--- config.mk ---
export PLATFORM = sky130hd
export DESIGN_NAME = reg_file
export DESIGN_NICKNAME = d
export VERILOG_FILES = /design/src/dual_issue_pkg.sv /design/src/reg_file.sv
export SDC_FILE = /design/constraint.sdc
export NUM_CORES = 2
export LEC_CHECK = 0
export BUFFER_PORTS_ARGS = -buffer_cell sky130_fd_sc_hd__buf_2
export CORE_UTILIZATION = 53
export CTS_CLUSTER_DIAMETER = 30
export CTS_CLUSTER_SIZE = 28
export DETAILED_ROUTE_END_ITERATION = 8
export PLACE_DENSITY_LB_ADDON = 0.12
export RECOVER_POWER = 50
export SLEW_MARGIN = 5
export SYNTH_ARGS = -nofsm -noshare
export SYNTH_HDL_FRONTEND = slang
export SYNTH_SLANG_ARGS = --single-unit
--- constraint.sdc ---
create_clock -name clk -period 7 [get_ports clk]
set_input_delay 1.4 -clock clk [delete_from_list [all_inputs] [get_ports clk]]
set_output_delay 1.4 -clock clk [all_outputs]
set_load 0.01 [all_outputs]
--- src/dual_issue_pkg.sv ---
package dual_issue_pkg;

    typedef logic [4:0]  reg_addr_t;
    typedef logic [31:0] word_t;

    // One instruction word, seen either as R-type or as I-type
    typedef union packed {
        struct packed {
            logic [5:0] opcode;
            reg_addr_t  rs;
            reg_addr_t  rt;
            reg_addr_t  rd;
            logic [4:0] shamt;
            logic [5:0] funct;
        } r;
        struct packed {
            logic [5:0]  opcode;
            reg_addr_t   rs;
            reg_addr_t   rt;
            logic [15:0] imm;
        } i;
    } inst_word_t;

    localparam int NUM_REGS = 32;

    // Primary opcodes
    localparam logic [5:0] OP_SPECIAL = 6'h00;
    localparam logic [5:0] OP_ADDIU   = 6'h09;
    localparam logic [5:0] OP_SLTI    = 6'h0a;
    localparam logic [5:0] OP_ANDI    = 6'h0c;
    localparam logic [5:0] OP_ORI     = 6'h0d;
    localparam logic [5:0] OP_XORI    = 6'h0e;
    localparam logic [5:0] OP_LUI     = 6'h0f;

    // SPECIAL function codes
    localparam logic [5:0] FN_SLL  = 6'h00;
    localparam logic [5:0] FN_SRL  = 6'h02;
    localparam logic [5:0] FN_ADDU = 6'h21;
    localparam logic [5:0] FN_SUBU = 6'h23;
    localparam logic [5:0] FN_AND  = 6'h24;
    localparam logic [5:0] FN_OR   = 6'h25;
    localparam logic [5:0] FN_XOR  = 6'h26;
    localparam logic [5:0] FN_NOR  = 6'h27;
    localparam logic [5:0] FN_SLT  = 6'h2a;
    localparam logic [5:0] FN_SLTU = 6'h2b;

    typedef enum logic [3:0] {
        ALU_ADD,
        ALU_SUB,
        ALU_AND,
        ALU_OR,
        ALU_XOR,
        ALU_NOR,
        ALU_SLT,
        ALU_SLTU,
        ALU_SLL,
        ALU_SRL,
        ALU_LUI
    } alu_op_t;

endpackage

--- src/reg_file.sv ---
`timescale 1ns/1ps

module reg_file (
    input  logic                      clk,
    input  logic                      rst_n,
    input  dual_issue_pkg::reg_addr_t rd0_rs,
    input  dual_issue_pkg::reg_addr_t rd0_rt,
    input  dual_issue_pkg::reg_addr_t rd1_rs,
    input  dual_issue_pkg::reg_addr_t rd1_rt,
    input  logic                      ex0_we,
    input  dual_issue_pkg::reg_addr_t ex0_dest,
    input  dual_issue_pkg::word_t     ex0_data,
    input  logic                      ex1_we,
    input  dual_issue_pkg::reg_addr_t ex1_dest,
    input  dual_issue_pkg::word_t     ex1_data,
    input  logic                      wb0_we,
    input  dual_issue_pkg::reg_addr_t wb0_dest,
    input  dual_issue_pkg::word_t     wb0_data,
    input  logic                      wb1_we,
    input  dual_issue_pkg::reg_addr_t wb1_dest,
    input  dual_issue_pkg::word_t     wb1_data,
    output dual_issue_pkg::word_t     rd0_rs_data,
    output dual_issue_pkg::word_t     rd0_rt_data,
    output dual_issue_pkg::word_t     rd1_rs_data,
    output dual_issue_pkg::word_t     rd1_rt_data
);
    import dual_issue_pkg::*;

    localparam int NUM_PORTS = 4;

    word_t     regs  [NUM_REGS];
    reg_addr_t raddr [NUM_PORTS];
    word_t     rdata [NUM_PORTS];

    always_ff @(posedge clk or negedge rst_n) begin
        if (!rst_n) begin
            for (int i = 0; i < NUM_REGS; i++) begin
                regs[i] <= '0;
            end
        end else begin
            if (wb0_we) begin
                regs[wb0_dest] <= wb0_data;
            end
            // Lane 1 is younger, so its write lands last
            if (wb1_we) begin
                regs[wb1_dest] <= wb1_data;
            end
        end
    end

    assign raddr[0] = rd0_rs;
    assign raddr[1] = rd0_rt;
    assign raddr[2] = rd1_rs;
    assign raddr[3] = rd1_rt;

    // Youngest producer first
    always_comb begin
        for (int p = 0; p < NUM_PORTS; p++) begin
            if (raddr[p] == '0) begin
                rdata[p] = '0;
            end else if (ex1_we && ex1_dest == raddr[p]) begin
                rdata[p] = ex1_data;
            end else if (ex0_we && ex0_dest == raddr[p]) begin
                rdata[p] = ex0_data;
            end else if (wb1_we && wb1_dest == raddr[p]) begin
                rdata[p] = wb1_data;
            end else if (wb0_we && wb0_dest == raddr[p]) begin
                rdata[p] = wb0_data;
            end else begin
                rdata[p] = regs[raddr[p]];
            end
        end
    end

    assign rd0_rs_data = rdata[0];
    assign rd0_rt_data = rdata[1];
    assign rd1_rs_data = rdata[2];
    assign rd1_rt_data = rdata[3];

endmodule

======== Yosys cells after proc, flatten, opt, wreduce, memory -nomap -nowiden ========
Index checks and enable logic that the tools add are counted.
storage, ports and cells
  flip-flop bits (word level) ............. 1024
  latch bits .............................. 0
  memory bits (writable) .................. 0
  memory bits (read-only) ................. 0
  bits of input ports ..................... 174
  output and inout port bits .............. 128
  word-level logic and storage cells ...... 124
  memories ................................ 0
operators by class
  $add $sub $neg .......................... 0
  multiply operators ...................... 0
  divide/modulo/power cells ............... 0
  order comparisons ....................... 8
  eq/ne operators ......................... 16
  shifts and indexed selects .............. 0
  multiplexer cells ....................... 40
  bitwise logic cells ..................... 6
  reductions and logical operators ........ 22
operator list
  cell                                                                  count
  1024-bit bitwise mux                                                  2
  1024-bit two-way mux                                                  2
  32-bit two-way mux                                                    30
  32-bit binary-select mux with 5-bit select                            4
  32-bit demux with 5-bit select                                        2
  5-bit == test                                                         16
  6-bit greater-or-equal comparator, second input constant              6
  5-bit inverter with 6-bit output                                      6
  5-bit logical NOT                                                     4
  1-bit logical AND                                                     18
  6-bit by 1-bit < comparator with 1-bit output, second input constant  2

======== Depth between registers and ports, before layout ========
  word-level depth ........................ 9
  gate-level depth with buffers ........... 11
  gate-level depth less buffers ........... 6

======== Least setup slack after synthesis ========
OpenSTA, ideal clock, no wires.
  path kind ............................... input to output
  start point ............................. input port rd0_rt[3]
  end point ............................... output port rd0_rt_data[16]
  arrival ................................. 3.315 ns
  required time ........................... 5.600 ns
  slack ................................... 2.285 ns
  stages on the path ...................... 9
  buffers on the path ..................... 3
  path through ............................ buf_2 -> buf_2 -> clkbuf_1 -> mux4_2 -> mux4_2 -> mux2i_1 -> nand2_1 -> o211ai_1 -> a21oi_1
on the way
  word-level cells in the longest chain between the ends .. 9
  elaborated cells between the ends (all ways) .. 18
  those cells by class .................... eq/ne (4); mux (8); bitwise (1); reduce/logical (5)
ends and longest elaborated chain
  element                                                 RTL line        RTL
  start, declared                                         reg_file.sv:7   input dual_issue_pkg::reg_addr_t rd0_rt,
  5-bit inverter with 6-bit output (not written as such)  reg_file.sv:70  rdata[p] = regs[raddr[p]];
  32-bit binary-select mux with 5-bit select              reg_file.sv:70
  32-bit two-way mux (not written as such) (2 in series)  reg_file.sv:70
  32-bit two-way mux                                      reg_file.sv:67  end else if (wb0_we && wb0_dest == raddr[p]) begin
  32-bit two-way mux                                      reg_file.sv:65  end else if (wb1_we && wb1_dest == raddr[p]) begin
  32-bit two-way mux                                      reg_file.sv:63  end else if (ex0_we && ex0_dest == raddr[p]) begin
  32-bit two-way mux                                      reg_file.sv:61  end else if (ex1_we && ex1_dest == raddr[p]) begin
  32-bit two-way mux *                                    reg_file.sv:59  if (raddr[p] == '0) begin
  end, declared                                           reg_file.sv:23  output dual_issue_pkg::word_t rd0_rt_data,
Every way passes the cells marked *; elsewhere a longest branch is shown, timed or not. The select of a mux whose other input is x is not followed.

======== Worst setup path in the final report ========
  start point ............................. input port rd0_rt[3]
  end point ............................... output port rd0_rt_data[27]
Same word-level chain as after synthesis.

==> results.yml <==
place:
  cell_count_after_placement: 9772
  place_area_mm2: 0.0890
  port_buffers: 301
  dp_hpwl_mm: 302
  gpl.final_weighted_congestion: 1.09
finish:
  largestRegisters: "regs x1024"
  final_layout_size_suffix_gt1_share_pct: 28.4
  layout_cells_excl_fill: 10300
  regMostFlops: "regs"
  summed_area_of_non_filler_cells_in_the_final_layout_mm2: 0.0994
  syn_to_final_growth_pct: 16.3
  largest_register_ff_count: 1024
  nets: 8098
route:
  detail_route.drc_violations: 53
  antenna_violating_nets_post_route: 0
  via_per_inst: 8.07
  route.detailed.wl_per_inst_um: 46.2
  postRouteWirelength_mm: 478
  dr.pass1.iters: 9
  via_count: 83500
  dr.first_iter.drc_count: 15800
logic_synthesis:
  synth-main-ff-cell: "sky130_fd_sc_hd__dfrtp_1"
  yosysTopAreaCell: "sky130_fd_sc_hd__dfrtp_1"
  synth.top_cells.by_count: "sky130_fd_sc_hd__mux2i_1 (1297), sky130_fd_sc_hd__mux4_2 (1041), sky130_fd_sc_hd__dfrtp_1 (1024)"
  synth_top_area_share_pct: 30.0
  synthesis.area_mm2: 0.0855
  yosysWarnings: 0
  postSynthAreaPerCell_um2: 10.7
  synth-edff-count: 0
  syn-num-nets: 8139
  synth.lib_cells_used.distinct: 61
  synthArstFlopShare_pct: 100
  synth_most_common_cell: "sky130_fd_sc_hd__mux2i_1"
  top_cells_by_area_synth: "sky130_fd_sc_hd__dfrtp_1 (30%), sky130_fd_sc_hd__mux4_2 (27%), sky130_fd_sc_hd__mux2i_1 (15%)"
  synth.ff_latch_count: 1024
  synthesis.instances: 7965
  synth.yosys.seq_area_share_pct: 30.0
clocking:
  clock-root-buffer: "sky130_fd_sc_hd__clkbuf_16"
  cts_inserted_buffers: 309
  cts_num_sinks: 1024
  post_cts_hold_buffer_count: 0
  clock_transition_time_at_the_flip_flop_clock_pins_of_the_worst_setup_and_hold_paths_ps: 40
  cts_max_level: 5
  cts_max_path_buffers: 4
  clock_insertion_delay_worst_skew_ps: 910
  tritoncts: "built"
pwr:
  power.share.switching_pct: 33.5
  internal-power_mw: 22.3
  power_per_cell_area_mw_per_mm2: 337
  power_switching_mw: 11.2
  vdd_ir_drop_max_mv: 0.298
  sequentialPowerShare_pct: 29.2
  clock_power_share_pct: 42.4
  power_leakage_nw: 41.0
  share_comb_of_total_power_pct: 28.3
hold_path:
  min_delay_worst_endpoint: "regs[934]"
  worstHoldPathType: "register to register"
  timing.hold.worst_path_depth: 2
  hold_path_startpoint: "regs[934]"
worst_setup_path:
  cp_max_fo: 45
  biggest_cell_delay_along_the_critical_path_ps: 1090
  start_kind: "input pin"
  crit_required_ps: 5600
  type_of_the_setup_path_with_the_least_slack: "input pin to output port"
  setup_slack_reg_to_reg_ps: 6050
  cp_cell_sequence: "buf_6 -> nand2b_1 -> nor2_1 -> a22oi_1 -> nand3_1 -> nor4_1 -> buf_4 -> o41ai_1 -> buf_2"
  path_delay_family: "simple AND/OR/NAND/NOR gates"
  worst_ep_arrival_time_ps: 5910
  worstReg2RegEnd: "regs[845]"
  crit_path_end_kind: "output port"
  bufs_and_invs_on_worst_path: 3
  crit_path_top_delay_cell: "sky130_fd_sc_hd__nor2_1"
  worst-r2r-cell-count: 2
  rr_startpoint: "regs[845]"
timing:
  worst_max_slew_pin_slew_ps: 5810
  maxClockFrequency_mhz: 137
  grt_setup_unrepaired: "no"
  hold_viol: 0
  report.final.setup_viol: 5
  period_needed_ps: 7310
  finalClockSkew_ps: 0
  drv_slew: 592
  worst_slack_ps: -310
  timing.final.crit_share_pct: 104
  max_slew_margin_pct: -288
  final_hold_slack_ps: 634
global_routing:
  grt_first_pass_wirelength_mm: 648
  grt_pass1_vias: 77400
  grt_start_max_net_pins: 155
  grt_overflow: 0
  global_routing_usage_summed_across_all_routing_layers_pct: 58.0
  antenna_found_initial: 48
outcome:
  status: "complete, but fails checks"
  violations_in_the_final_reports: "design-rule violations, max-capacitance violations, max-slew violations, negative setup slack"
die:
  initial_core_util_pct: 53.3
  dieWidth_um: 404
  core.rowCount: 147
  die_height_um: 404
  coreArea_mm2: 0.160
  io_pins: 302
  die-area_mm2: 0.163
job:
  cap_violations: 17
[worst max-delay path by stage]
stage,from,endpoint,slack (ps),cells after the start
after floorplan,rd0_rt[3],rd0_rt_data[16],2290,9
after global placement,rd0_rs[2],rd0_rs_data[14],130,8
after detailed placement,rd0_rs[2],rd0_rs_data[14],180,8
after CTS,rd0_rs[2],rd0_rs_data[14],150,8
after global routing,rst_n,regs[171],90,3
final,rd0_rt[3],rd0_rt_data[27],-310,9
[logic make-up (layout without fill, tap and decap cells)]
| kind of cell | count (synthesis) | after routing | share of synthesized area (%) |
|---|---|---|---|
| muxes | 2357 | 2357 | 42.9 |
| AOI/OAI and AO/OA | 1841 | 1841 | 12.8 |
| and+or+nand+nor | 1644 | 1644 | 8.11 |
| DFF | 1024 | 1024 | 30.0 |
| buffers and inverters | 1019 | 1193 | 5.39 |
| xor gates and xnor gates | 80 | 80 | 0.820 |
| other | 0 | 49 | 0 |
[worst reg2reg max path, stage by stage, from the launching register on]
cell and delay (ps):
sky130_fd_sc_hd__dfrtp_1 440, sky130_fd_sc_hd__mux2i_1 150, sky130_fd_sc_hd__o21ai_0 90
[cells in the final DEF, fill, tap and decap left out, types with 14 or more instances in the layout]
master | synthesis | layout
sky130_fd_sc_hd__diode_2 | 0 | 49
sky130_fd_sc_hd__a221oi_1 | 33 | 32
sky130_fd_sc_hd__a21oi_1 | 676 | 676
sky130_fd_sc_hd__clkbuf_16 | 0 | 311
sky130_fd_sc_hd__buf_2 | 218 | 282
sky130_fd_sc_hd__a22oi_1 | 98 | 98
sky130_fd_sc_hd__a211oi_1 | 28 | 27
sky130_fd_sc_hd__nor2_1 | 671 | 635
sky130_fd_sc_hd__dfrtp_1 | 1024 | 1024
sky130_fd_sc_hd__mux2i_1 | 1297 | 1297
sky130_fd_sc_hd__o21ai_0 | 571 | 571
sky130_fd_sc_hd__a311oi_1 | 27 | 27
sky130_fd_sc_hd__nor4b_1 | 26 | 26
sky130_fd_sc_hd__mux4_2 | 1041 | 1041
sky130_fd_sc_hd__nand3_1 | 47 | 43
sky130_fd_sc_hd__mux2_2 | 19 | 19
sky130_fd_sc_hd__clkbuf_1 | 596 | 50
sky130_fd_sc_hd__nor2_4 | 0 | 32
sky130_fd_sc_hd__nand2_4 | 0 | 28
sky130_fd_sc_hd__buf_12 | 0 | 36
sky130_fd_sc_hd__o22ai_1 | 138 | 138
sky130_fd_sc_hd__o211ai_1 | 27 | 27
sky130_fd_sc_hd__o221ai_1 | 111 | 110
sky130_fd_sc_hd__clkbuf_8 | 0 | 41
sky130_fd_sc_hd__buf_4 | 75 | 314
sky130_fd_sc_hd__xor2_1 | 38 | 38
sky130_fd_sc_hd__xnor2_1 | 42 | 42
sky130_fd_sc_hd__clkinvlp_4 | 0 | 16
sky130_fd_sc_hd__bufinv_16 | 0 | 43
sky130_fd_sc_hd__clkinv_2 | 0 | 60
sky130_fd_sc_hd__nand2_1 | 662 | 636
sky130_fd_sc_hd__a311o_1 | 30 | 30
sky130_fd_sc_hd__a211o_1 | 14 | 14
sky130_fd_sc_hd__nor2b_1 | 64 | 58
sky130_fd_sc_hd__a22o_1 | 33 | 33
sky130_fd_sc_hd__nor3_1 | 71 | 70
[per-layer routing]
layer,track usage [%],share of wire (%)
met5,1.10,0.11
met4,44.4,9.6
met3,34.1,19
met2,73.2,38
met1,71.2,33
[per-stage QoR]
stage          utilization (%)  setup slack (ps)  TNS [ps]  power (mW)
2_1_floorplan                -              2290         0        15.2
4_1_cts                   62.0               150         0        32.9
6_report                  62.0              -310      -587        33.5
3_5_place_dp              55.5               179         0        18.7
3_3_place_gp              55.5               134         0        18.5
5_1_grt                   61.9              88.3         0        34.2
[power groups by stage]
stage / clock network [mW] / logic [mW] / registers, mW
after CTS: 14.2 / 9.12 / 9.61
final: 14.2 / 9.50 / 9.81
after global routing: 14.5 / 9.76 / 9.94
after detailed placement: 0 / 9.08 / 9.67
after floorplan: 0 / 6.39 / 8.82
after global placement: 0 / 8.94 / 9.56
[final cells by class]
cell class	count	area, µm²
Antenna cell	49	123
Clock inverter	134	1860
Inverter	7	27.5
Timing Repair Buffer	660	4780
Clock buffer	392	8480
Tap cell	2160	2700
Multi-Input combinational cell	5922	55800
Fill cell	13000	61000
Sequential cell	1024	25600
[timing repair]
item / 4_1_cts / 5_1_grt
endpoints found under the setup margin: 0 / 1
buffers inserted: 0 / 0
endpoints found under the hold margin: 0 / 0
gates resized for setup: 0 / 1
No activity file was read; power rests on OpenSTA's default activity.
