$ cat src/dual_issue_pkg.sv
package dual_issue_pkg;

    typedef logic [4:0]  reg_addr_t;
    typedef logic [31:0] word_t;

    // One instruction word, seen either as R-type or as I-type
    typedef union packed {
        struct packed {
            logic [5:0] opcode;
            reg_addr_t  rs;
            reg_addr_t  rt;
            reg_addr_t  rd;
            logic [4:0] shamt;
            logic [5:0] funct;
        } r;
        struct packed {
            logic [5:0]  opcode;
            reg_addr_t   rs;
            reg_addr_t   rt;
            logic [15:0] imm;
        } i;
    } inst_word_t;

    localparam int NUM_REGS = 32;

    // Primary opcodes
    localparam logic [5:0] OP_SPECIAL = 6'h00;
    localparam logic [5:0] OP_ADDIU   = 6'h09;
    localparam logic [5:0] OP_SLTI    = 6'h0a;
    localparam logic [5:0] OP_ANDI    = 6'h0c;
    localparam logic [5:0] OP_ORI     = 6'h0d;
    localparam logic [5:0] OP_XORI    = 6'h0e;
    localparam logic [5:0] OP_LUI     = 6'h0f;

    // SPECIAL function codes
    localparam logic [5:0] FN_SLL  = 6'h00;
    localparam logic [5:0] FN_SRL  = 6'h02;
    localparam logic [5:0] FN_ADDU = 6'h21;
    localparam logic [5:0] FN_SUBU = 6'h23;
    localparam logic [5:0] FN_AND  = 6'h24;
    localparam logic [5:0] FN_OR   = 6'h25;
    localparam logic [5:0] FN_XOR  = 6'h26;
    localparam logic [5:0] FN_NOR  = 6'h27;
    localparam logic [5:0] FN_SLT  = 6'h2a;
    localparam logic [5:0] FN_SLTU = 6'h2b;

    typedef enum logic [3:0] {
        ALU_ADD,
        ALU_SUB,
        ALU_AND,
        ALU_OR,
        ALU_XOR,
        ALU_NOR,
        ALU_SLT,
        ALU_SLTU,
        ALU_SLL,
        ALU_SRL,
        ALU_LUI
    } alu_op_t;

endpackage

$ cat src/pair_receiver.sv
`timescale 1ns/1ps

module pair_receiver (
    input  logic                       clk,
    input  logic                       rst_n,
    input  logic                       pair_req,
    input  dual_issue_pkg::inst_word_t pair_inst0,
    input  dual_issue_pkg::inst_word_t pair_inst1,
    input  logic                       pair_has_inst1,
    output logic                       pair_ack,
    output logic                       issue0_valid,
    output dual_issue_pkg::inst_word_t issue0_inst,
    output logic                       issue1_valid,
    output dual_issue_pkg::inst_word_t issue1_inst
);
    import dual_issue_pkg::*;

    localparam logic [1:0] S_IDLE = 2'd0;
    localparam logic [1:0] S_HOLD = 2'd1;
    localparam logic [1:0] S_DONE = 2'd2;
    localparam logic [1:0] S_ACK  = 2'd3;

    logic [1:0] state;
    logic       inst0_is_r;
    logic       inst1_is_r;
    reg_addr_t  inst0_dest;
    logic       depends;

    assign inst0_is_r = pair_inst0.r.opcode == OP_SPECIAL;
    assign inst1_is_r = pair_inst1.r.opcode == OP_SPECIAL;
    assign inst0_dest = inst0_is_r ? pair_inst0.r.rd : pair_inst0.i.rt;

    // rt is a source only for R-type, for I-type it is the destination
    assign depends = (inst0_dest != '0) &&
                     ((pair_inst1.i.rs == inst0_dest) ||
                      (inst1_is_r && pair_inst1.r.rt == inst0_dest));

    assign pair_ack = state == S_ACK;

    always_ff @(posedge clk or negedge rst_n) begin
        if (!rst_n) begin
            state        <= S_IDLE;
            issue0_valid <= 1'b0;
            issue1_valid <= 1'b0;
        end else begin
            issue0_valid <= 1'b0;
            issue1_valid <= 1'b0;
            case (state)
                S_IDLE: begin
                    if (pair_req) begin
                        issue0_valid <= 1'b1;
                        if (pair_has_inst1 && !depends) begin
                            issue1_valid <= 1'b1;
                            state        <= S_DONE;
                        end else if (pair_has_inst1) begin
                            state <= S_HOLD;
                        end else begin
                            state <= S_DONE;
                        end
                    end
                end
                // Second one waits a cycle so it can take lane 0's EX result
                S_HOLD: begin
                    issue1_valid <= 1'b1;
                    state        <= S_DONE;
                end
                S_DONE: begin
                    state <= S_ACK;
                end
                S_ACK: begin
                    if (!pair_req) begin
                        state <= S_IDLE;
                    end
                end
                default: begin
                    state <= S_IDLE;
                end
            endcase
        end
    end

    // Source holds the pair stable while req is high
    always_ff @(posedge clk) begin
        issue0_inst <= pair_inst0;
        issue1_inst <= pair_inst1;
    end

    assert property (@(posedge clk) disable iff (!rst_n)
        pair_ack && pair_req |=> pair_ack);

endmodule

$ cat config.mk
export PLATFORM = sky130hd
export DESIGN_NAME = pair_receiver
export DESIGN_NICKNAME = d
export VERILOG_FILES = /design/src/dual_issue_pkg.sv /design/src/pair_receiver.sv
export SDC_FILE = /design/constraint.sdc
export NUM_CORES = 1
export LEC_CHECK = 0
export BUFFER_PORTS_ARGS = -buffer_cell sky130_fd_sc_hd__buf_2
export CORE_ASPECT_RATIO = 1.2
export CORE_MARGIN = 10
export CORE_UTILIZATION = 35
export DETAILED_ROUTE_END_ITERATION = 16
export GPL_TIMING_DRIVEN = 1
export PLACE_DENSITY = 0.7
export SLEW_MARGIN = 20
export SYNTH_ARGS = -nofsm -noshare
export SYNTH_HDL_FRONTEND = slang
export SYNTH_SLANG_ARGS = --single-unit
$ cat constraint.sdc
create_clock -name clk -period 1.43 [get_ports clk]
set_input_delay 0.2145 -clock clk [delete_from_list [all_inputs] [get_ports clk]]
set_output_delay 0.2145 -clock clk [all_outputs]
set_load 0.1 [all_outputs]
; Word-level counts from Yosys, hierarchy flattened
; Index checks and enable logic that the tools add are counted.
[word_totals]
regBits = 68
out_inout_bits = 67
wordCells = 33
inputBits = 68
[op_classes]
mux = 11
reduce_logical = 10
eq_ne = 7
[op_table]
columns = cell, n
row1 = $logic_not A6 Y1, 2
row2 = $eq A5 B5 Y1, 2
row3 = $mux W2, 4
row4 = $pmux W2 S4, 1
row5 = $mux W5, 1
row6 = $reduce_bool A5 Y1, 1
row7 = $eq A2 B2 Y1 const B, 2
row8 = $mux W1, 4
row9 = $ne A2 B2 Y1 const B, 2
row10 = $logic_and A1 B1 Y1, 3
row11 = $eq A2 B1 Y1 const B, 1
row12 = $logic_not A2 Y1, 1
row13 = $pmux W1 S2, 1
row14 = $reduce_and A2 Y1, 1
row15 = $logic_not A1 Y1, 1
row16 = $logic_or A1 B1 Y1, 1

; Depth between registers and ports, before layout
; Gate-level depths: netlist of run 1.
[logic_depth]
ltp_word = 11
ltp_mapped = 6
mapped_depth_nobuf = 6

; Worst setup path before layout of run 1
; Ideal clock, no wire load.
[synth_timing]
path_type = register -> register
start = register state[0]
end = register state[0]
setup_ns = 0.167
synth_period_minus_slack_ns = 1.870
path_buffers = 0
setup_slack_ns = -0.440
t_required_ns = 1.263
path_stages_with_launch = 5
arrival_time_ns = 1.702
cell_sequence = dfrtp_1 ha_1 a21oi_1 a22oi_1 o31ai_1
[synth_between]
elab_chain_len = 3
word_cells_on_any_way = 8
classes_between = 5 x eq/ne / 1 x mux / 2 x reduce/logical
[synth_rtl]
columns = item, line
row1 = "start, declared", pair_receiver.sv:23  ; logic [1:0] state;
row2 = "start signal, assigned", pair_receiver.sv:42  ; state <= S_IDLE;
row3 = "start signal, assigned", pair_receiver.sv:54  ; state <= S_DONE;
row4 = "start signal, assigned", pair_receiver.sv:56  ; state <= S_HOLD;
row5 = $eq A2 B2 Y1 *, n/a
row6 = net pair_ack, pair_receiver.sv:10  ; output logic pair_ack,
row7 = $ne A2 B2 Y1 (no source line), n/a
row8 = $reduce_and A2 Y1 (no source line), n/a
; Mark *: on every way through the listed nets, which the timed path passes. The rest lies on a longest branch.
; A chain may end at the register's enable or synchronous reset.

; Final worst setup path of run 1
[layout_timing]
start = input pair_inst0[16] in the netlist's numbering
end = register state[0]
[layout_between]
elab_chain_len = 10
word_cells_on_any_way = 12
classes_between = 2 x eq/ne / 4 x mux / 6 x reduce/logical
[layout_rtl]
columns = item, line
row1 = "start, declared", pair_receiver.sv:7  ; input dual_issue_pkg::inst_word_t pair_inst0,
row2 = $mux W5 *, pair_receiver.sv:31  ; assign inst0_dest = inst0_is_r ? pair_inst0.r.rd : pair_inst0.i.rt;
row3 = $eq A5 B5 Y1, pair_receiver.sv:36  ; (inst1_is_r && pair_inst1.r.rt == inst0_dest));
row4 = $logic_and A1 B1 Y1, pair_receiver.sv:36
row5 = $logic_or A1 B1 Y1, pair_receiver.sv:35  ; ((pair_inst1.i.rs == inst0_dest) ||
row6 = $logic_and A1 B1 Y1 *, pair_receiver.sv:34  ; assign depends = (inst0_dest != '0) &&
row7 = $logic_not A1 Y1 *, pair_receiver.sv:52  ; if (pair_has_inst1 && !depends) begin
row8 = $logic_and A1 B1 Y1 *, pair_receiver.sv:52
row9 = $mux W2 *, pair_receiver.sv:52
row10 = $mux W2 *, pair_receiver.sv:50  ; if (pair_req) begin
row11 = $pmux W2 S4 *, pair_receiver.sv:48  ; case (state)
row12 = "end signal, assigned", pair_receiver.sv:54
row13 = "end signal, assigned", pair_receiver.sv:56
row14 = "end signal, assigned", pair_receiver.sv:58  ; state <= S_DONE;
; Mark *: on every way between the ends. The rest lies on a longest branch, timed or not. The select of a mux whose other input is x is not followed.

==> results.md, run 1 <==
- CTS clk-pin slew, worst paths: 0.07 ns
- Status: finished with violations
- IO Pins: 135
- RSZ-0062 raised after global routing: yes
- Syn_nets: around 210
- Routability cong.: 0.789
- Slew @ Worst Pin: between 0.5 and 0.6 ns
- CP Max Fanout: 3
- Vias in the first global route: 2106
- VDD IR max: 1180 uV
- Routed vias/inst: 4.39
- CP Data Required Time: 1.65 ns
- Antenna viol nets, final: 0
- Area of the multi-input gates: 553 sq um
- Max-cap violation count: 0
- Synthesized area per cell: between 10 and 15 sq um
- Via count: 1866
- Layout filler cell count: 400
- Layout cell share with drive strength beyond 1: 0.521
- Setup TNS: -0.400 ns
- PortBufs: 134
- Minimum clock period: 1.62 ns
- Post-synth top flop: dfxtp_1
- Pre-CTS WS: -0.590 ns
- Kind of end point of the critical path: register
- Crit Path Class: input port to register
- FF/Latch Area: 1380 sq um
- Die Area: ~8900 sq um
- FMAX: 0.618 GHz
- Synth top area share: 0.666
- Clock Tree Root: clkbuf_8
- Post-synthesis async set-or-reset flop share: 0.0588
- Skew final: 0.00263 ns
- CTS tree: built
- Number of flops mapped to enable cells by yosys: 0
- Pins Over Slew Limit: 0
- CTS Buf Count: 9
- GR Overflow Total: 0
- Layout net count: 430
- CTS sink count: 68
- Diode count: 0
- Setup crit start kind: input port
- CP arrival: 1.84 ns
- Bufs and invs on worst path: 2
- WL/cell: approximately 16 microns
- Clock latency on the worst-skew pair: 0.34 ns
- Setup WS post-layout: -0.188 ns
- Cells after synthesis: 141
- Core area: 5300 sq um
- Synth cell types: 33
- Top Family by Delay on Critical Path: multiplexers
- DRT Wirelength: 6.92 mm
- Max stage delay cell, worst path: or4_4
- Largest net degree at the start of global routing: 13
- Total Power Consumption: 5.39 mW
- Crit-path cells: buf_6 > or4_4 > mux2_4 > mux2_4 > o221a_4 > a31oi_4 > buf_4 > o31ai_2
- Slew headroom: 0.665
- Gr usage total: 0.155
- Worst path most repeated cell: mux2_4
- Cell leakage power: 1.78 nW
- Hold Path Class: input port to register
- P per Cell Area: 1500 nW/um^2
- DP HPWL: between 5 and 6 mm
- Initial antenna violation count: 0
- Register area share after synthesis: 0.718
- Rows: 29
- Synthesis-stage register bit count: 68
- Synth warnings: 0
- Hold WS: between 0.02 and 0.025 ns
- H-tree depth: 3
- # DRC: 0
- Synth top area cells: dfxtp_1 67%, dfrtp_1 5.2%, ha_1 2.6%, xor2_1 2.3%, a221oi_1 1.8%
- Largest area contributor in the netlist: dfxtp_1
- Post-Place Cell Area: 2890 sq um
- Failing checks: setup timing
- CP peak stage delay: about 0.53 ns
- Synth Cell Area: 1920 sq um
- Clk buf depth: 2
- Area Growth Syn to Fin: 86.6%
- Horiz. Die Dim: 87.7 microns
- Die Y: 101 microns
- Final Setup Violations: 3
- Final instance area: roughly 3600 sq um
- Initial DRC count: 34
- First-pass GRT wire length: 10.5 mm
- Period utilization: 1.13
- Pre-antenna DRT Iters: 4
- Final hold viol count: 0
- Initial Util: 0.363
## cell type report
| cell class | count | share of cell area |
|---|---|---|
| Timing Repair Buffer | 206 | 0.377 |
| Inverter | 9 | 0.00941 |
| Clock inverter | 6 | 0.0178 |
| Tap cell | 62 | 0.0216 |
| Multi-Input combinational cell | 64 | 0.154 |
| Clock buffer | 10 | 0.0356 |
| Sequential cell | 68 | 0.385 |
## final timing paths
kind	from	to	slack [ns]	cells after the start
max reg2reg	state[0]	state[0]	-0.05	5
min in group asynchronous	rst_n	state[1]	0.22	2
min	pair_inst1[21]	issue1_inst[21]	0.02	1
max in group asynchronous	rst_n	issue1_valid	1.09	2
max	pair_inst0[16]	state[0]	-0.19	8
min reg2reg	state[0]	state[0]	0.68	2
## worst reg2reg max path: stages (launching register included)
cell and delay, ns:
dfrtp_1 0.46, inv_1 0.10, ha_1 0.22, mux2_2 0.28
a22oi_1 0.20, o31ai_2 0.10
## synthesized netlist by cell type, types with 3 or more instances
cell	n
a211oi_1	3
a21oi_1	5
a221oi_1	4
and2_1	5
dfrtp_1	4
dfxtp_1	64
ha_1	4
inv_1	9
nand2_1	5
nor2_1	5
o211ai_1	4
xor2_1	5
## sequential cells by signal, indices dropped and copies added, names as in the netlist
register,flops
state,2
issue1_valid,1
issue0_inst,32
issue0_valid,1
issue1_inst,32
## layer usage
layer / GRT usage / vias up / wire (microns)
met5: 0 / - / 0
met2: 0.280 / 91 / 3790
li1: - / 925 / -
met4: 0.0516 / 0 / 46
met1: 0.138 / 846 / 2270
met3: 0.0916 / 4 / 811
## logic make-up (layout without fill, tap and decap cells)
logic type                 Yosys count  after routing  synth area share
AOI/OAI and AO/OA                   25             25             0.106
xor gates and xnor gates             6              6            0.0273
adders and majority gates            4              4            0.0260
buffers and inverters                9            231            0.0176
DFF                                 68             68             0.718
muxes                                4              4            0.0247
and+or+nand+nor                     25             25            0.0800
## timing repair
action                     in CTS  in global routing
pin swaps                       4                  0
hold buffers                   44                  1
resized for setup               5                  4
hold endpoints to repair       47                  1
setup endpoints to repair       4                  4
setup buffers                   1                  1
## stage by stage
step | std cells | utilization
2_1_floorplan | 141 | -
3_3_place_gp | 362 | 0.546
3_5_place_dp | 362 | 0.546
4_1_cts | 423 | 0.671
5_1_grt | 425 | 0.677
6_report | 425 | 0.677
## where the power goes
group / total, mW / switching [mW] / internal [mW] / leakage (nW)
sequential: 2.11 / 0.0695 / 2.04 / 0.590
combinational: 1.76 / 1.26 / 0.497 / 1.10
clock: 1.52 / 0.720 / 0.805 / 0.0927
total: 5.39 / 2.05 / 3.34 / 1.78
## cells in the final DEF, fill, tap and decap left out, types with 2 or more instances in the layout
master,count
clkinv_2,2
o211ai_1,4
inv_1,9
ha_1,3
buf_2,131
xor2_1,5
nor2b_1,2
a21oi_1,5
mux2_4,2
clkbuf_8,9
buf_6,2
a211oi_1,2
dlygate4sd3_1,45
dfxtp_1,64
clkinvlp_4,2
buf_4,27
nor2_1,5
nor3_1,2
dfrtp_1,4
and2_1,4
a221oi_1,4
nand2_1,4
Note: power is estimated with default switching activity, not from simulation.
==> run 2: changes to the inputs <==
--- a/config.mk
+++ b/config.mk
@@ -10,7 +10,6 @@
 export CORE_MARGIN = 10
 export CORE_UTILIZATION = 35
 export DETAILED_ROUTE_END_ITERATION = 16
-export GPL_TIMING_DRIVEN = 1
 export PLACE_DENSITY = 0.7
 export SLEW_MARGIN = 20
 export SYNTH_ARGS = -nofsm -noshare
==> constraint.sdc (replaced) <==
create_clock -name clk -period 1.43 [get_ports clk]
set_input_delay 0.2145 -clock clk [delete_from_list [all_inputs] [get_ports clk]]
set_output_delay 0.2145 -clock clk [all_outputs]
set_load 0.01 [all_outputs]
==> run 2 against run 1 <==
Compared with the run above: the flow still finishes with violations (setup timing); hold slack better by 0.0059 ns; critical endpoint is now state[1]; largest cell class unchanged; combinational power down 54%; clock power up 30%.
==> results.md, run 2 (synthesized netlist as in run 1, its figures left out) <==
- Hold Crit Depth: 1 (unchanged)
- Pre-CTS WS: -0.572 ns (+0.0176 ns)
- Layout cell share with drive strength beyond 1: 0.528 (+0.00727)
- CTS clk-pin slew, worst paths: 0.08 ns (about the same)
- Biggest regs: issue0_inst x32, issue1_inst x32, state x2
- Core area: 5300 sq um (unchanged)
- GR Overflow Total: 0 (unchanged)
- Final Setup Violations: 3 (unchanged)
- Pre-antenna DRT Iters: 4 (unchanged)
- Failing checks: setup timing
- Routability cong.: 0.821 (+4.0%)
- Skew final: 0.00780 ns (+0.00517 ns)
- Largest net degree at the start of global routing: 13 (unchanged)
- Rows: 29 (unchanged)
- # DRC: 0 (unchanged)
- Total Power Consumption: 4.87 mW (-9.7%)
- Layout filler cell count: 413 (+3.3%)
- Internal power: 3.73 mW (+12%)
- Routed vias/inst: 4.44 (+1.2%)
- Hold Crit Start: pair_inst0[31]
- Final hold viol count: 0 (unchanged)
- Minimum clock period: 1.57 ns (-0.0485 ns)
- Clk buf depth: 2 (unchanged)
- RSZ-0062 raised after global routing: yes
- Clock latency on the worst-skew pair: 0.33 ns (about the same)
- CTS Buf Count: 9 (unchanged)
- Gr usage total: 0.150 (-0.00425)
- Flop pwr share: 0.431 (+0.040)
- Worst R2R End: state[1]
- Setup crit start kind: input port
- Initial DRC count: 39 (+15%)
- Hold Path Class: input port to register
- Slew headroom: 0.807 (+0.141)
- Initial antenna violation count: 0 (unchanged)
- CP Max Fanout: 3 (unchanged)
- Slew @ Worst Pin: 0.290 ns (-0.216 ns)
- H-tree depth: 3 (unchanged)
- WL/cell: 16.4 microns (+1.1%)
- Logic pwr share: 0.165 (-0.161)
- CP arrival: 1.84 ns (about the same)
- Max-cap violation count: 0 (unchanged)
- Commonest cells after routing, fill and taps aside: 133 x buf_2, 64 x dfxtp_1, 42 x dlygate4sd3_1
- Die Y: 101 microns (unchanged)
- Post-Place Cell Area: 2870 sq um (-0.87%)
- Setup WS post-layout: -0.139 ns (+0.0485 ns)
- Crit path from: pair_inst0[16]
- Via count: 1866 (unchanged)
- Post-layout util: 0.675 (-0.00213)
- Final instance area: 3580 sq um (-0.31%)
- DRT Wirelength: 6.91 mm (-0.13%)
- DP HPWL: 5.13 mm (+1.6%)
- Crit Path Class: input port to register
- Clock Tree Root: clkbuf_8
- Switching Fraction: 0.234 (-0.147)
- Setup TNS: -0.401 ns (-0.000895 ns)
- Sw power: 1.14 mW (-45%)
- CTS tree: built
- Antenna viol nets, final: 0 (unchanged)
- IO Pins: 135 (unchanged)
- Die Area: 8870 sq um (unchanged)
- WHS Endpoint: issue0_inst[31]
- Area Growth Syn to Fin: 86.0%
- Worst R2R Setup Slack: 0.06 ns (+0.11 ns)
- Status: finished with violations
- First-pass GRT wire length: 10.4 mm (-1.0%)
- CTS sink count: 68 (unchanged)
- Diode count: 0 (unchanged)
- Pins Over Slew Limit: 0 (unchanged)
- Path depth of the worst reg2reg path: 5 (unchanged)
- Initial Util: 0.363 (unchanged)
- Layout net count: 425 (-1.2%)
- Vias in the first global route: 2091 (-0.71%)
- Reg2reg start: state[1]
- Cell leakage power: 1.78 nW (-0.31%)
- VDD IR max: 784 uV (-34%)
- Period utilization: 1.10 (-0.0339)
- FMAX: 0.637 GHz (+3.1%)
- P per Cell Area: 1360 nW/um^2 (-9.4%)
- Horiz. Die Dim: 87.7 microns (unchanged)
- Clock network power share: 0.405 (+0.122)
- PortBufs: 134 (unchanged)
- CP Data Required Time: 1.70 ns (+0.05 ns)
- Most common cell after layout, fill and taps aside: buf_2
- Kind of end point of the critical path: register
## run 2: changes by cell type in the layout (fill, tap and decap cells not counted), moves of 2 or more
cell / before / now
buf_2: 131 / 133
clkbuf_8: 9 / 11
dlygate4sd3_1: 45 / 42
buf_4: 27 / 25
clkinv_2: 2 / 0
bufinv_16: 1 / 3
## run 2: layout make-up
| type | count | area, sq um | share of cell area |
|---|---|---|---|
| clock buffers | 11 | 151 | 0.0423 |
| inverters | 9 | 33.8 | 0.00944 |
| flip-flops and latches | 68 | 1380 | 0.386 |
| clock inverters | 5 | 106 | 0.0297 |
| repair buffers | 201 | 1280 | 0.359 |
| well taps | 62 | 77.6 | 0.0217 |
| multi-input cells | 64 | 542 | 0.151 |
## run 2: stage by stage
step	hold WS [ns]	instances
6_report	0.0278	420
4_1_cts	0.0177	420
3_3_place_gp	0.0216	361
5_1_grt	0.00966	420
2_1_floorplan	-0.0811	141
3_5_place_dp	0.0292	361
## run 2: worst max path at each step
stage	cells past startpoint	slack, ns	to
2_1_floorplan	6	-0.28	state[1]
4_1_cts	7	-0.14	state[1]
3_3_place_gp	7	-0.51	state[1]
6_report	7	-0.14	state[1]
5_1_grt	7	-0.16	state[1]
3_5_place_dp	7	-0.57	state[1]
## run 2: power by group through the flow
stage	clock, mW	sequential [mW]	combinational [mW]
final	1.97	2.10	0.802
after global routing	2.10	2.11	0.885
after CTS	2.01	2.09	0.807
after detailed placement	0	2.14	0.710
after global placement	0	2.13	0.686
after floorplan	0	2.19	0.270
## run 2: routing by layer
metal / vias to the layer above / global-route usage / routed length [microns]
met4: 0 / 0.0614 / 102
met2: 90 / 0.261 / 3570
met5: - / 0 / 0
met3: 10 / 0.0723 / 755
li1: 912 / - / -
met1: 854 / 0.150 / 2480
## run 2: repair_timing
action	CTS	global route
hold buffers	42	0
pin swaps	3	2
gates resized for setup	4	3
buffers inserted	1	0
endpoints found under the setup margin	3	4
hold endpoints to repair	45	0
## run 2: critical path, stage by stage
cell and delay (ns):
buf_6 0.09, or4_4 0.53, mux2_4 0.28, mux2_4 0.26, o221a_4 0.12, a31oi_4 0.16, o311a_1 0.17
